### config.mk
export PLATFORM = sky130hd
export DESIGN_NAME = rt_feedback_top
export DESIGN_NICKNAME = d
export VERILOG_FILES = /design/src/hw/rtfb_pkg.sv /design/src/hw/chan_fb_if.sv /design/src/hw/chan_regs.sv /design/src/hw/sample_data.sv /design/src/hw/block_reader.sv /design/src/hw/rt_feedback_top.sv
export SDC_FILE = /design/constraint.sdc
export NUM_CORES = 2
export LEC_CHECK = 0
export BUFFER_PORTS_ARGS = -buffer_cell sky130_fd_sc_hd__clkbuf_2
export CORE_ASPECT_RATIO = 1.5
export CORE_UTILIZATION = 45
export CTS_CLUSTER_DIAMETER = 200
export CTS_CLUSTER_SIZE = 24
export DETAILED_ROUTE_END_ITERATION = 8
export HOLD_SLACK_MARGIN = 0.12
export PLACE_DENSITY = 0.66
export SLEW_MARGIN = 20
export SYNTH_ARGS = -nofsm -noshare
export SYNTH_HDL_FRONTEND = slang
export SYNTH_SLANG_ARGS = --single-unit
### constraint.sdc
create_clock -name clk -period 11 [get_ports clk]
set_clock_uncertainty 0.15 [all_clocks]
set_input_delay 1.1 -clock clk [delete_from_list [all_inputs] [get_ports clk]]
set_output_delay 1.1 -clock clk [all_outputs]
set_load 0.02 [all_outputs]
### src/hw/rtfb_pkg.sv
/*
 * Shared definitions for the real-time feedback sampling subsystem.
 * Holds the channel count, the snapshot layout constants, the field and
 * state enums and the index types used by every block and the testbench.
 */

package rtfb_pkg;

   // ------------------------------------------------------------------------
   // Sizes and snapshot layout
   // ------------------------------------------------------------------------

   localparam int NUM_CHAN    = 4;   // Axis channels on the board
   localparam int NUM_FIELDS  = 7;   // Feedback words per channel
   localparam int SNAP_DEPTH  = 64;  // Full 6-bit snapshot address space
   localparam int GLOBAL_BASE = 4;   // Quadlets 0..3 are timestamp + globals

   // Timestamp, three globals, then the channel words
   localparam int BLK_QUADS = GLOBAL_BASE + NUM_FIELDS * NUM_CHAN;

   // Word of field f and channel c sits at GLOBAL_BASE + f * NUM_CHAN + c
   // so all channels of one field sit next to each other

   // ------------------------------------------------------------------------
   // Index and data types
   // ------------------------------------------------------------------------

   typedef logic [1:0]  chan_idx_t;   // Channel 0..NUM_CHAN-1
   typedef logic [5:0]  snap_addr_t;  // Snapshot quadlet address
   typedef logic [31:0] quad_t;       // One quadlet

   // Feedback word within a channel and its field number in the layout
   typedef enum logic [2:0] {
      FB_ADC          = 3'd0,  // Motor current and pot reading
      FB_ENC_POS      = 3'd1,  // Quadrature position
      FB_ENC_PERIOD   = 3'd2,  // Velocity as a period count
      FB_ENC_QTR1     = 3'd3,  // Last quarter period
      FB_ENC_QTR5     = 3'd4,  // Quarter period five edges back
      FB_ENC_RUN      = 3'd5,  // Running counter since last edge
      FB_MOTOR_STATUS = 3'd6
   } fb_field_e;

   // Sampler FSM
   typedef enum logic {
      SD_IDLE     = 1'b0,
      SD_SAMPLING = 1'b1
   } sd_state_e;

   // Block reader FSM
   typedef enum logic {
      BR_IDLE   = 1'b0,
      BR_STREAM = 1'b1
   } br_state_e;

endpackage

### src/hw/chan_fb_if.sv
/*
 * Feedback path between the sampler and the channel register file.
 * The sampler selects a channel, the register file answers with the
 * seven feedback words of that channel in the same cycle.
 */

`timescale 1ns/1ps

interface chan_fb_if;
   import rtfb_pkg::*;

   chan_idx_t chan;          // Selected channel driven by the sampler
   quad_t     adc;           // Words below come from the register file
   quad_t     enc_pos;
   quad_t     enc_period;
   quad_t     enc_qtr1;
   quad_t     enc_qtr5;
   quad_t     enc_run;
   quad_t     motor_status;

   // Sampler side picks the channel and reads the words
   modport sampler (
      output chan,
      input  adc, enc_pos, enc_period, enc_qtr1, enc_qtr5, enc_run, motor_status
   );

   // Register file side decodes chan and drives the words
   modport regs (
      input  chan,
      output adc, enc_pos, enc_period, enc_qtr1, enc_qtr5, enc_run, motor_status
   );

endinterface

### src/hw/chan_regs.sv
/*
 * Feedback register file, seven quadlets per axis channel.
 * Encoder and ADC logic write single words through a strobe that is always
 * accepted; the sampler reads all words of one channel combinationally.
 */

`timescale 1ns/1ps

module chan_regs (
   input  logic                 clk,
   input  logic                 reset,
   input  logic                 wr_valid,   // Write strobe without ready
   input  rtfb_pkg::chan_idx_t  wr_chan,
   input  rtfb_pkg::fb_field_e  wr_field,
   input  rtfb_pkg::quad_t      wr_data,
   chan_fb_if.regs              fb
);
   import rtfb_pkg::*;

   // ------------------------------------------------------------------------
   // Storage
   // ------------------------------------------------------------------------

   quad_t regs_q [NUM_CHAN][NUM_FIELDS];   // [channel][field]

   always_ff @(posedge clk) begin
      if (reset) begin
         for (int c = 0; c < NUM_CHAN; c++) begin
            for (int f = 0; f < NUM_FIELDS; f++) begin
               regs_q[c][f] <= '0;
            end
         end
      end else if (wr_valid) begin
         regs_q[wr_chan][wr_field] <= wr_data;   // Seen by the sampler next cycle
      end
   end

   // ------------------------------------------------------------------------
   // Read side
   // ------------------------------------------------------------------------

   // Pure mux on the stored words, so a write landing in the same
   // cycle as a sample of that channel is captured with its old value
   assign fb.adc          = regs_q[fb.chan][FB_ADC];
   assign fb.enc_pos      = regs_q[fb.chan][FB_ENC_POS];
   assign fb.enc_period   = regs_q[fb.chan][FB_ENC_PERIOD];
   assign fb.enc_qtr1     = regs_q[fb.chan][FB_ENC_QTR1];
   assign fb.enc_qtr5     = regs_q[fb.chan][FB_ENC_QTR5];
   assign fb.enc_run      = regs_q[fb.chan][FB_ENC_RUN];
   assign fb.motor_status = regs_q[fb.chan][FB_MOTOR_STATUS];

   // ------------------------------------------------------------------------
   // Checks
   // ------------------------------------------------------------------------

   // Field code 7 has no storage behind it; the front end logic must not
   // produce it on a live write
   a_wr_field_legal : assert property (
      @(posedge clk) disable iff (reset)
      wr_valid |-> (int'(wr_field) < NUM_FIELDS)
   ) else $error("chan_regs: write with illegal field code %0d", wr_field);

endmodule

### src/hw/sample_data.sv
/*
 * Snapshot sampler for the real-time block read.
 * On start it walks all channels, one per cycle, and copies the timestamp,
 * the global status words and each channel's feedback into a 64-quadlet
 * memory. The block reader reads that memory through a combinational port.
 */

`timescale 1ns/1ps

module sample_data (
   input  logic                  clk,
   input  logic                  reset,
   input  logic                  start,       // Accepted sample request
   input  rtfb_pkg::quad_t       reg_status,  // Board status
   input  rtfb_pkg::quad_t       reg_digio,   // Digital I/O
   input  rtfb_pkg::quad_t       reg_temp,    // Temperature
   input  rtfb_pkg::snap_addr_t  rd_addr,     // From the block reader
   chan_fb_if.sampler            fb,
   output logic                  busy,
   output rtfb_pkg::quad_t       rd_data,
   output rtfb_pkg::quad_t       timestamp    // Cycles since last sample
);
   import rtfb_pkg::*;

   // Quadlet address of one channel word in the snapshot
   function automatic snap_addr_t fb_addr(input int field, input chan_idx_t ch);
      return snap_addr_t'(GLOBAL_BASE + field * NUM_CHAN + int'(ch));
   endfunction

   sd_state_e state;
   chan_idx_t chan_q;
   quad_t     ts_q;
   quad_t     snap_mem [SNAP_DEPTH];
   quad_t     fb_words [NUM_FIELDS];   // Interface words indexed by field
   logic      first_cycle;             // Sampling chan 0 when the globals go in too

   assign busy        = (state != SD_IDLE);
   assign first_cycle = (state == SD_SAMPLING) && (chan_q == '0);
   assign fb.chan     = chan_q;
   assign timestamp   = ts_q;
   assign rd_data     = snap_mem[rd_addr];   // Combinational read port

   assign fb_words[FB_ADC]          = fb.adc;
   assign fb_words[FB_ENC_POS]      = fb.enc_pos;
   assign fb_words[FB_ENC_PERIOD]   = fb.enc_period;
   assign fb_words[FB_ENC_QTR1]     = fb.enc_qtr1;
   assign fb_words[FB_ENC_QTR5]     = fb.enc_qtr5;
   assign fb_words[FB_ENC_RUN]      = fb.enc_run;
   assign fb_words[FB_MOTOR_STATUS] = fb.motor_status;

   // ------------------------------------------------------------------------
   // FSM, channel stepper and timestamp
   // ------------------------------------------------------------------------

   always_ff @(posedge clk) begin
      if (reset) begin
         state  <= SD_IDLE;
         chan_q <= '0;
         ts_q   <= '0;
      end else begin
         // Free running count restarted from 0 as the old value is captured
         ts_q <= first_cycle ? '0 : ts_q + 32'd1;
         case (state)
            SD_IDLE: begin
               if (start) begin
                  chan_q <= '0;
                  state  <= SD_SAMPLING;
               end
            end
            SD_SAMPLING: begin
               if (chan_q == chan_idx_t'(NUM_CHAN - 1)) begin
                  chan_q <= '0;       // Last channel done
                  state  <= SD_IDLE;
               end else begin
                  chan_q <= chan_q + chan_idx_t'(1);
               end
            end
            default: state <= SD_IDLE;
         endcase
      end
   end

   // ------------------------------------------------------------------------
   // Snapshot memory
   // ------------------------------------------------------------------------

   always_ff @(posedge clk) begin
      if (reset) begin
         for (int i = 0; i < SNAP_DEPTH; i++) begin
            snap_mem[i] <= '0;
         end
      end else if (state == SD_SAMPLING) begin
         if (first_cycle) begin
            snap_mem[0] <= ts_q;          // Value before the restart
            snap_mem[1] <= reg_status;
            snap_mem[2] <= reg_digio;
            snap_mem[3] <= reg_temp;
         end
         for (int f = 0; f < NUM_FIELDS; f++) begin
            snap_mem[fb_addr(f, chan_q)] <= fb_words[f];
         end
      end
   end

   // ------------------------------------------------------------------------
   // Checks
   // ------------------------------------------------------------------------

   // The top level must hold requests off until the walk is over
   a_start_idle : assert property (
      @(posedge clk) disable iff (reset)
      start |-> (state == SD_IDLE)
   ) else $error("sample_data: start while sampling");

   // The walk stops on the last channel and never steps past it
   a_chan_walk : assert property (
      @(posedge clk) disable iff (reset)
      start |-> ##(NUM_CHAN) (busy && chan_q == chan_idx_t'(NUM_CHAN - 1)) ##1 !busy
   ) else $error("sample_data: channel walk did not end on the last channel");

endmodule

### src/hw/block_reader.sv
/*
 * Block reader for the real-time feedback snapshot.
 * After a start it streams quadlets 0..BLK_QUADS-1 out on a valid/ready
 * handshake, marking the final one with last. Data is held while stalled.
 */

`timescale 1ns/1ps

module block_reader (
   input  logic                  clk,
   input  logic                  reset,
   input  logic                  start,      // Accepted block read start
   input  rtfb_pkg::quad_t       rd_data,    // Snapshot word at rd_addr
   input  logic                  blk_ready,
   output logic                  busy,
   output rtfb_pkg::snap_addr_t  rd_addr,
   output logic                  blk_valid,
   output rtfb_pkg::quad_t       blk_data,
   output logic                  blk_last
);
   import rtfb_pkg::*;

   localparam snap_addr_t LAST_ADDR = snap_addr_t'(BLK_QUADS - 1);

   br_state_e  state;
   snap_addr_t addr_q;   // Next quadlet to load into the output register
   logic       xfer;     // Handshake on the stream

   assign busy    = (state != BR_IDLE);
   assign rd_addr = addr_q;              // Zero whenever idle
   assign xfer    = blk_valid && blk_ready;

   // ------------------------------------------------------------------------
   // FSM and output register
   // ------------------------------------------------------------------------

   always_ff @(posedge clk) begin
      if (reset) begin
         state     <= BR_IDLE;
         addr_q    <= '0;
         blk_valid <= 1'b0;
         blk_data  <= '0;
         blk_last  <= 1'b0;
      end else begin
         case (state)
            BR_IDLE: begin
               if (start) begin
                  blk_data  <= rd_data;                // Quadlet 0
                  blk_last  <= (addr_q == LAST_ADDR);
                  blk_valid <= 1'b1;
                  addr_q    <= addr_q + snap_addr_t'(1);
                  state     <= BR_STREAM;
               end
            end
            BR_STREAM: begin
               if (xfer) begin
                  if (blk_last) begin
                     // Final quadlet taken so rewind for the next block
                     blk_valid <= 1'b0;
                     blk_last  <= 1'b0;
                     addr_q    <= '0;
                     state     <= BR_IDLE;
                  end else begin
                     blk_data <= rd_data;
                     blk_last <= (addr_q == LAST_ADDR);
                     addr_q   <= addr_q + snap_addr_t'(1);
                  end
               end
            end
            default: state <= BR_IDLE;
         endcase
      end
   end

   // ------------------------------------------------------------------------
   // Checks
   // ------------------------------------------------------------------------

   // A stalled word toward the packet engine does not move
   a_hold_on_stall : assert property (
      @(posedge clk) disable iff (reset)
      (blk_valid && !blk_ready) |=> (blk_valid && $stable(blk_data) && $stable(blk_last))
   ) else $error("block_reader: stream changed while stalled");

endmodule

### src/hw/rt_feedback_top.sv
/*
 * Real-time feedback sampling subsystem, top level.
 * Connects the channel register file, the snapshot sampler and the block
 * reader, and keeps sampling and streaming from overlapping so every block
 * read out is one consistent snapshot.
 */

`timescale 1ns/1ps

module rt_feedback_top (
   input  logic                 clk,
   input  logic                 reset,
   // Sample request
   input  logic                 sample_valid,
   output logic                 sample_ready,
   input  rtfb_pkg::quad_t      reg_status,
   input  rtfb_pkg::quad_t      reg_digio,
   input  rtfb_pkg::quad_t      reg_temp,
   // Channel feedback writes
   input  logic                 fb_wr_valid,
   input  rtfb_pkg::chan_idx_t  fb_wr_chan,
   input  rtfb_pkg::fb_field_e  fb_wr_field,
   input  rtfb_pkg::quad_t      fb_wr_data,
   // Block read
   input  logic                 rd_start_valid,
   output logic                 rd_start_ready,
   output logic                 blk_valid,
   input  logic                 blk_ready,
   output rtfb_pkg::quad_t      blk_data,
   output logic                 blk_last,
   output rtfb_pkg::quad_t      timestamp
);
   import rtfb_pkg::*;

   logic       sd_busy;       // Sampler walking the channels
   logic       br_busy;       // Block stream in progress
   logic       sample_start;
   logic       rd_start;
   snap_addr_t rd_addr;
   quad_t      rd_data;

   chan_fb_if fb_if ();

   // ------------------------------------------------------------------------
   // Arbitration
   // ------------------------------------------------------------------------

   // Both sides need everything idle; on a tie the sample goes first so
   // the read that follows sees fresh data
   assign sample_ready   = !sd_busy && !br_busy;
   assign rd_start_ready = !sd_busy && !br_busy && !sample_valid;
   assign sample_start   = sample_valid && sample_ready;
   assign rd_start       = rd_start_valid && rd_start_ready;

   // ------------------------------------------------------------------------
   // Blocks
   // ------------------------------------------------------------------------

   chan_regs chan_regs_inst (
      .clk      (clk),
      .reset    (reset),
      .wr_valid (fb_wr_valid),
      .wr_chan  (fb_wr_chan),
      .wr_field (fb_wr_field),
      .wr_data  (fb_wr_data),
      .fb       (fb_if.regs)
   );

   sample_data sample_data_inst (
      .clk        (clk),
      .reset      (reset),
      .start      (sample_start),
      .reg_status (reg_status),
      .reg_digio  (reg_digio),
      .reg_temp   (reg_temp),
      .rd_addr    (rd_addr),
      .fb         (fb_if.sampler),
      .busy       (sd_busy),
      .rd_data    (rd_data),
      .timestamp  (timestamp)
   );

   block_reader block_reader_inst (
      .clk       (clk),
      .reset     (reset),
      .start     (rd_start),
      .rd_data   (rd_data),
      .blk_ready (blk_ready),
      .busy      (br_busy),
      .rd_addr   (rd_addr),
      .blk_valid (blk_valid),
      .blk_data  (blk_data),
      .blk_last  (blk_last)
   );

endmodule

==> flow_summary.json <==
{
  "syn_to_final_growth_pct": 6.65,
  "totalWireLength_um": 242000,
  "powerDensity_nw_per_um2": 152,
  "place_congestion": 0.840,
  "vias": 48300,
  "slowest_delay_ns": 0.88,
  "r2r_end": "sample_data_inst.snap_mem[28][11]",
  "worst_slew_pin_slew_ns": 1.16,
  "path_cells": "clkbuf_2 -> buf_4 -> nor3b_1 -> nand2_1 -> nor2_2 -> or2_2",
  "grt_pass1_vias": 48500,
  "via_per_inst": 5.91,
  "cts_made_buffers": 93,
  "portBuffers": 206,
  "clk_pin_slew_ns": 0.09,
  "ys_seq_elements": 2004,
  "holdWs_ns": 0.371,
  "hold_class": "reg2reg",
  "r2r-start": "sample_data_inst.busy",
  "hold_depth": 1,
  "crit_arrival_ns": 4.43,
  "worstSetupStartpointType": "input pin",
  "critPathTopFamily": "simple AND/OR/NAND/NOR gates",
  "synth_area_um2": 88000,
  "cp.required_ns": 11.21,
  "drive_above_1_share": 0.168,
  "gr-usage-all-layers": 0.243,
  "row_count": 198,
  "ir_worst_vdd_v": 0.000113,
  "post_cts_buffers": 0,
  "fin_cells": 8158,
  "cts_tree": "yes",
  "htreeDepth": 3,
  "finalMaxSlewViolations": 0,
  "synth-edff-count": 1920,
  "synth_flop_cell": "edfxtp_1",
  "cp_num_buf_inv": 2,
  "grt_first_pass_wirelength_um": 345000,
  "synth_area_per_cell_um2": 15.7,
  "worst-path-max-fanout": 33,
  "dp.cells": 8013,
  "cts_hold_buf": 0,
  "met3_length_um": 16400,
  "top_layer": "met5",
  "crit_cells": 6,
  "grt_max_degree": 264,
  "grt_setup_unrepaired": "no",
  "p_switching_mw": 3.40,
  "outcome": "completed",
  "p_clk_frac": 0.279,
  "min_period_over_period": 0.384,
  "ys_types": 54,
  "route.antenna.remaining_nets": 0,
  "drt-met1-wl_um": 88300,
  "cts-resized-gates": 0,
  "drt-wirelength-per-cell_um": 29.7,
  "die-area_um2": 197000,
  "yosysTopAreaCell": "edfxtp_1",
  "critPathSlowestCell": "nor2_2",
  "cts-root-buf": "clkbuf_16",
  "die_w_um": 363,
  "grt_overflow_total": 0,
  "hpwl_um": 152000,
  "cap_violations": 0,
  "synth.top_cell.area_share": 0.655,
  "synth_cells": 5609,
  "min_from": "block_reader_inst.rd_addr[0]",
  "slew_headroom": 0.227,
  "clock_latency_ns": 0.75,
  "power_frac_seq": 0.627,
  "synth_warnings": 0,
  "clk_path_buf_depth": 3,
  "drtIter0Drc": 5427,
  "ios": 207,
  "drc_errors": 0,
  "pwr-share-comb": 0.094,
  "first_pass_iters": 5,
  "fin_setup_tns_ns": 0,
  "rrSetupSlack_ns": 6.79,
  "async_flop_share": 0,
  "utilization": 0.483,
  "antenna_found_initial": 24,
  "timing.fmax_ghz": 0.237,
  "r2r_cells": 5,
  "die_h_um": 544,
  "p_leak_nw": 34.0,
  "final_nets": 5653,
  "route.met2.wl_um": 124000,
  "clock_sinks": 2004,
  "ys_top_cells_by_area": "edfxtp_1 (66%), mux4_2 (10%), and2_1 (8.9%)",
  "ys_seq_area_frac": 0.674,
  "total_power_mw": 14.2,
  "initial_utilization": 0.453,
  "synth_nets": 5754,
  "finalHoldViolCount": 0,
  "power.internal_mw": 10.8,
  "critical_path_class": "in2reg",
  "switching_share": 0.239,
  "core_um2": 194000,
  "setup_viol": 0,
  "end_kind": "flop",
  "layout_min_cycle_time_ns": 4.23
}
layout by cell type (no fill, tap or decap), types with 13 or more instances in the layout:
cell / n
xor2_1: 16
mux2i_1: 144
buf_4: 102
a22o_1: 31
nand2_1: 105
and3_1: 677
nor2_1: 61
clkbuf_16: 96
edfxtp_1: 1920
clkbuf_2: 206
o32ai_2: 13
dfxtp_1: 79
a31oi_1: 32
mux2_2: 17
mux4_2: 403
clkbuf_1: 38
and2_1: 1245
nor3_1: 20
nand3_1: 20
nor2_2: 28
a221oi_1: 36
or2_2: 31
o221ai_1: 26
xnor2_1: 16
o21ai_0: 37
synthesized netlist by cell type, drive strengths merged (6+ instances only):
| cell type | number |
|---|---|
| nand3 | 20 |
| a21oi | 8 |
| mux4 | 403 |
| a22o | 31 |
| a31oi | 32 |
| a2111oi | 10 |
| a211oi | 6 |
| a22oi | 7 |
| or2 | 32 |
| buf | 98 |
| a221oi | 36 |
| mux2 | 17 |
| clkbuf | 410 |
| o31a | 7 |
| xnor2 | 16 |
| dfxtp | 84 |
| nand2b | 13 |
| xor2 | 16 |
| o221ai | 26 |
| nor2b | 13 |
| inv | 11 |
| mux2i | 144 |
| ha | 6 |
| and3 | 677 |
| nand4 | 10 |
| o21ai | 40 |
| nor3 | 22 |
| nand2 | 105 |
| o22ai | 6 |
| edfxtp | 1920 |
| o32ai | 20 |
| and2 | 1246 |
| nor2 | 91 |
sequential cells by signal, indices dropped and copies added, names as in the netlist, 2 cells and up, named ones only:
name	cells
block_reader_inst.blk_data	32
block_reader_inst.rd_addr	6
chan_regs_inst.regs_q	896
sample_data_inst.fb.chan	2
sample_data_inst.snap_mem	1024
sample_data_inst.timestamp	32
metrics by stage:
stage / setup slack (ns) / instance area, µm²
2_1_floorplan: 2.29 / 88000
3_3_place_gp: 5.99 / 91200
3_5_place_dp: 5.96 / 91200
4_1_cts: 6.74 / 93900
5_1_grt: 6.50 / 93900
6_report: 6.77 / 93900
routing by layer:
metal / global-route usage / vias to the layer above
met5: 0 / -
met4: 0.119 / 20
met3: 0.0321 / 384
met2: 0.425 / 1808
met1: 0.295 / 25200
li1: - / 20800
power groups by stage:
stage	Sequential [mW]	Clock, mW	Combinational, mW
5_1_grt	8.97	4.23	1.40
6_report	8.93	3.97	1.34
3_5_place_dp	9.11	0	1.35
3_3_place_gp	9.08	0	1.33
4_1_cts	8.94	4.00	1.35
2_1_floorplan	9.09	0	0.786
cells by family (layout without fill, tap and decap cells):
logic type,Yosys count,in the layout,synth area share
mux,564,564,0.122
buf+inv,519,462,0.0246
other cells,0,6,0
xor+xnor,32,32,0.00318
flops,2004,2004,0.674
fa+ha+maj,6,6,0.000853
simple gates,2248,2248,0.154
compound gates,236,236,0.0214
layout make-up:
| type | instances | area, µm² |
|---|---|---|
| Antenna cell | 6 | 15.0 |
| Clock buffer | 134 | 2540 |
| Clock inverter | 5 | 58.8 |
| Fill cell | 16300 | 100000 |
| Inverter | 11 | 41.3 |
| Multi-Input combinational cell | 3086 | 26700 |
| Sequential cell | 2004 | 59400 |
| Tap cell | 2600 | 3250 |
| Timing Repair Buffer | 312 | 1880 |
how the worst max path moves through the flow:
stage | start | end | slack (ns)
after floorplan | reset | sample_data_inst.snap_mem[12][0] | 2.29
after global placement | reset | chan_regs_inst.regs_q[3][95] | 5.99
after global routing | reset | chan_regs_inst.regs_q[2][78] | 6.50
after detailed placement | reset | chan_regs_inst.regs_q[3][95] | 5.96
final | reset | chan_regs_inst.regs_q[2][95] | 6.77
after CTS | reset | chan_regs_inst.regs_q[3][64] | 6.74
No activity file was read; power rests on OpenSTA's default activity.
